$ cat src/verilog/mmio_pkg.sv
package mmio_pkg;

    parameter int WORD_W = 32;
    parameter int ADDR_W = 30;

    // character address is a text word address plus a 2-bit lane
    parameter int TEXT_WORD_W = 13;

    // full region offsets of the two trace pointer registers
    parameter logic [25:0] TRACE_START_SEL = 26'h3000001;
    parameter logic [25:0] TRACE_END_SEL   = 26'h3000002;

    // top nibble of the word address, other codes go to main memory
    typedef enum logic [3:0] {
        REGION_FLASH  = 4'hb,
        REGION_TEXT   = 4'hc,
        REGION_DEBUG  = 4'hd,
        REGION_KBD    = 4'he,
        REGION_LOADER = 4'hf
    } region_t;

    // region offset, read as a text address or as a trace selector
    typedef union packed {
        struct packed {
            logic [12:0]            upper;
            logic [TEXT_WORD_W-1:0] word;
        } text_view;
        struct packed {
            logic [17:0] upper;
            logic [5:0]  entry;
            logic [1:0]  word_sel;
        } trace_view;
    } io_offset_u;

    typedef struct packed {
        region_t    region;
        io_offset_u offset;
    } dmem_addr_t;

    typedef struct packed {
        logic              read;
        logic              write;
        dmem_addr_t        addr;
        logic [WORD_W-1:0] wdata;
        logic [3:0]        byte_en;
    } dmem_req_t;

    typedef struct packed {
        logic              valid;
        logic              write;
        logic [ADDR_W-1:0] addr;
        logic [WORD_W-1:0] wdata;
        logic [3:0]        byte_en;
    } ext_req_t;

    // one character write toward the text memory
    typedef struct packed {
        logic                   we;
        logic [TEXT_WORD_W-1:0] word_addr;
        logic [3:0]             byte_en;
        logic [WORD_W-1:0]      wdata;
    } text_req_t;

    // four words, word 0 in the low bits
    typedef struct packed {
        logic [WORD_W-1:0]        word3_zero;
        logic [23:0]              word2_pad;
        logic [3:0]               byte_en;
        logic [1:0]               word2_rsvd;
        logic                     write;
        logic                     read;
        logic [WORD_W-ADDR_W-1:0] addr_pad;
        logic [ADDR_W-1:0]        addr;
        logic [WORD_W-1:0]        wdata;
    } trace_entry_t;

endpackage
$ cat src/verilog/mmio_router.sv
`timescale 1ns/1ns

module mmio_router (
    input  mmio_pkg::dmem_req_t               dmem_req,
    input  mmio_pkg::dmem_addr_t              instr_addr,
    input  logic [mmio_pkg::WORD_W-1:0]       loader_rdata,
    input  logic [mmio_pkg::WORD_W-1:0]       loader_instr,
    input  logic                              text_stall,
    input  logic [mmio_pkg::WORD_W-1:0]       trace_rdata,
    input  logic                              ext_ready,
    input  logic [mmio_pkg::WORD_W-1:0]       ext_rdata,
    output logic [3:0]                        loader_we,
    output mmio_pkg::text_req_t               text_req,
    output mmio_pkg::ext_req_t                ext_req,
    output logic                              ext_stall,
    output logic [mmio_pkg::WORD_W-1:0]       dmem_rdata,
    output logic [mmio_pkg::WORD_W-1:0]       instr_rdata,
    output logic                              mem_stall
);

    logic access;

    assign access = dmem_req.read | dmem_req.write;

    //////////////////////////////////////////////////////////////////////
    // data side decode
    //////////////////////////////////////////////////////////////////////

    always_comb begin
        // payload fans out to every device while only the strobes are steered
        loader_we          = 4'b0000;
        text_req.we        = 1'b0;
        text_req.word_addr = dmem_req.addr.offset.text_view.word;
        text_req.byte_en   = dmem_req.byte_en;
        text_req.wdata     = dmem_req.wdata;
        ext_req.valid      = 1'b0;
        ext_req.write      = 1'b0;
        ext_req.addr       = dmem_req.addr;
        ext_req.wdata      = dmem_req.wdata;
        ext_req.byte_en    = dmem_req.byte_en;
        dmem_rdata         = '0;

        case (dmem_req.addr.region)
            mmio_pkg::REGION_LOADER: begin
                loader_we  = {4{dmem_req.write}} & dmem_req.byte_en;
                dmem_rdata = loader_rdata;
            end
            mmio_pkg::REGION_TEXT: begin
                // write only so reads return zero
                text_req.we = dmem_req.write;
            end
            mmio_pkg::REGION_DEBUG: begin
                dmem_rdata = trace_rdata;
            end
            mmio_pkg::REGION_FLASH, mmio_pkg::REGION_KBD: begin
                dmem_rdata = '0;
            end
            default: begin
                // regions 0 to A are main memory
                ext_req.valid = access;
                ext_req.write = dmem_req.write;
                dmem_rdata    = ext_rdata;
            end
        endcase
    end

    //////////////////////////////////////////////////////////////////////
    // instruction side and stall combine
    //////////////////////////////////////////////////////////////////////

    assign instr_rdata = (instr_addr.region == mmio_pkg::REGION_LOADER) ? loader_instr : '0;

    assign ext_stall = ext_req.valid & ~ext_ready;
    assign mem_stall = ext_stall | text_stall;

endmodule

$ cat config.mk
export PLATFORM = sky130hd
export DESIGN_NAME = mmio_router
export DESIGN_NICKNAME = d
export VERILOG_FILES = /design/src/verilog/mmio_pkg.sv /design/src/verilog/mmio_router.sv
export SDC_FILE = /design/constraint.sdc
export NUM_CORES = 1
export LEC_CHECK = 0
export CORE_AREA = 4 4 158 160
export DETAILED_ROUTE_END_ITERATION = 16
export DIE_AREA = 0 0 162 164
export DONT_BUFFER_PORTS = 1
export PLACE_DENSITY_LB_ADDON = 0.1
export REMOVE_ABC_BUFFERS = 1
export SYNTH_ARGS = -nofsm -noshare
export SYNTH_HDL_FRONTEND = slang
export SYNTH_SLANG_ARGS = --single-unit
export TNS_END_PERCENT = 10
$ cat constraint.sdc
create_clock -name vclk -period 1.25
set_input_delay 0.25 -clock vclk [all_inputs]
set_output_delay 0.25 -clock vclk [all_outputs]
set_load 0.01 [all_outputs]
==> summary.txt <==
Setup path
  • CP required: 1.00 ns
  • Startpoint Class: input port
  • Worst-path fanout max: 37
  • Arrival @ worst endpoint: 1.00 ns
  • Setup CP Type: in -> out
  • Worst Setup End Kind: output pin

Route
  • First DRT Iteration DRCs: 76
  • Final wirelength: 18500 um
  • Via Count: 1903
  • Antenna-violating nets left: 0
  • DRT Pass-1 Iters: 4
  • WL per Instance: about 36 um
  • DRC errors left: 0
  • Vias per inst: between 3 and 4

Floorplan
  • Die area: 26600 sq um
  • Die Height: 164 um
  • Starting Density: ~11%
  • Core ar.: 23400 sq um
  • I/O pin total: about 420
  • Cell row count: 56
  • Die Span X: approximately 160 um

STA
  • Relative slew slack: between 70% and 80%
  • Least-Margin Pin Slew: 0.404 ns
  • Final count of hold timing violations: 0
  • Min cycle time layout: approximately 1.2 ns
  • Fmax: 800 MHz
  • Final setup fails: 0
  • Final Max Slew Viols: 0
  • Final critical-path share of the clock period: 100%

Layout
  • FFs & Latches: 0
  • Commonest non-fill, non-tap cell in the layout: nand2b_1
  • FILL cells: 2751
  • ANT cells: 0
  • CLK BUF: 0
  • Layout area overhead: -13.0%
  • Fin cells: 522
  • Nets: between 400 and 500
  • FF/Latch Area: 0 sq um
  • Share of cells above drive strength 1: 27.1%
  • Most frequent cells in the layout: 64 x nand2b_1, 32 x mux2i_1, 32 x and2_1

Global routing
  • First-pass GRT wire length: about 22000 um
  • Antenna violations before repair: 4
  • Vias in the first global route: about 1.8k
  • Gr usage total: between 10% and 20%
  • Largest net degree at the start of global routing: 40
  • GRT Residual Overflow: 0

Synthesis
  • Yosys Warn Count: 0
  • Register area share after synthesis: 0%
  • Top cell type's share of synthesized area: between 30% and 40%
  • Mapped Cells: approximately 320
  • Synth Area per Inst: slightly below 8 sq um
  • Synth area leaders: buf_4 35%, o221ai_2 18%, nand2b_1 16%, mux2i_1 13%, and2_1 7.9%
  • Distinct cells, synth: 24
  • Post-synth top area cell: buf_4
  • Post-Syn Area: about 2500 sq um

Pwr
  • Internal power: 291 uW
  • Seq pwr share: 0%
  • P_leak: just over 0.7 nW
  • Clock power share: 0%
  • Pwr Total: approximately 590 uW
  • Maximum VDD drop: between 50 and 60 uV
  • Sw Pwr: between 200 and 300 uW
  • Comb pwr share: 100.0%
  • Cell Pwr Density: 268 nW/um^2
  • Sw Share: 50.7%

Placed design
  • Port-buffer cells: 0
  • Post-DP HPWL: 16800 um
  • GPL Wtd Cong: roughly 0.75
  • Placed Cells incl. Taps: a little over 500

Clock tree
  • Hold-fix buffers, CTS: 0

Outcome
  • Status: completed

Run
  • Max_cap viols: 0

Min path
  • Hold WC Path Type: in -> out
## critical path, stage by stage
cell      delay (ns)
and2_4          0.18
buf_12          0.14
buf_12          0.15
o221ai_2        0.26
## power groups by stage
stage	Combinational [mW]	Clock (mW)	Sequential [mW]
floorplan	0.420	0	0
global placement	0.562	0	0
detailed placement	0.558	0	0
CTS	0.581	0	0
global route	0.641	0	0
finish	0.590	0	0
## final cells by class
cell class	instances	area, sq um	share of cell area, %
Tap cell	319	399	18.1
Inverter	5	18.8	0.852
Timing Repair Buffer	20	225	10.2
Multi-Input combinational cell	178	1560	70.8
## final timing paths
check / from / to / slack (ns) / depth (start not counted)
max: dmem_req[63] / dmem_rdata[18] / 0.0004 / 4
min: dmem_req[62] / ext_req[62] / 0.50 / 0
## logic make-up after synthesis
family / synth area share (%)
buffers and inverters: 40.1
AND/OR/NAND/NOR: 26.8
AO/OA/AOI/OAI: 20.4
multiplexers: 12.7
## repair_timing
action	CTS	global route
resized for setup	0	4
pin swaps	1	0
hold endpoints to repair	0	0
setup buffers	5	0
setup endpoints to repair	26	4
## routing by layer
metal  global-route usage (%)  wire (um)  up-vias
met2                     20.1       8030      319
met4                   0.0769         34       10
met3                     16.4       5320       13
met1                     10.2       4990      828
li1                         -          -      733
met5                     3.60        177        -
## synth_stat cells (all sizes together), types with 2 or more instances
library cell and count:
buf 127, nand2b 64, and2 33, mux2i 32, o221ai 32, clkbuf 9
nor3 6, inv 5, nand3 2
## stage by stage
| step | hold WS, ns | instance area (sq um) | utilization [%] | setup WS (ns) | TNS, ns |
|---|---|---|---|---|---|
| finish | 0.500 | 2200 | 9.42 | 0.000356 | 0 |
| global route | 0.500 | 2200 | 9.42 | -0.00664 | -0.0151 |
| CTS | 0.500 | 2160 | 9.22 | 0.00357 | 0 |
| floorplan | 0.500 | 1530 | - | -0.318 | -7.65 |
| detailed placement | 0.500 | 2100 | 8.96 | -0.0629 | -1.02 |
| global placement | 0.500 | 2100 | 8.96 | -0.0714 | -1.20 |
Note: power is estimated with default switching activity, not from simulation.
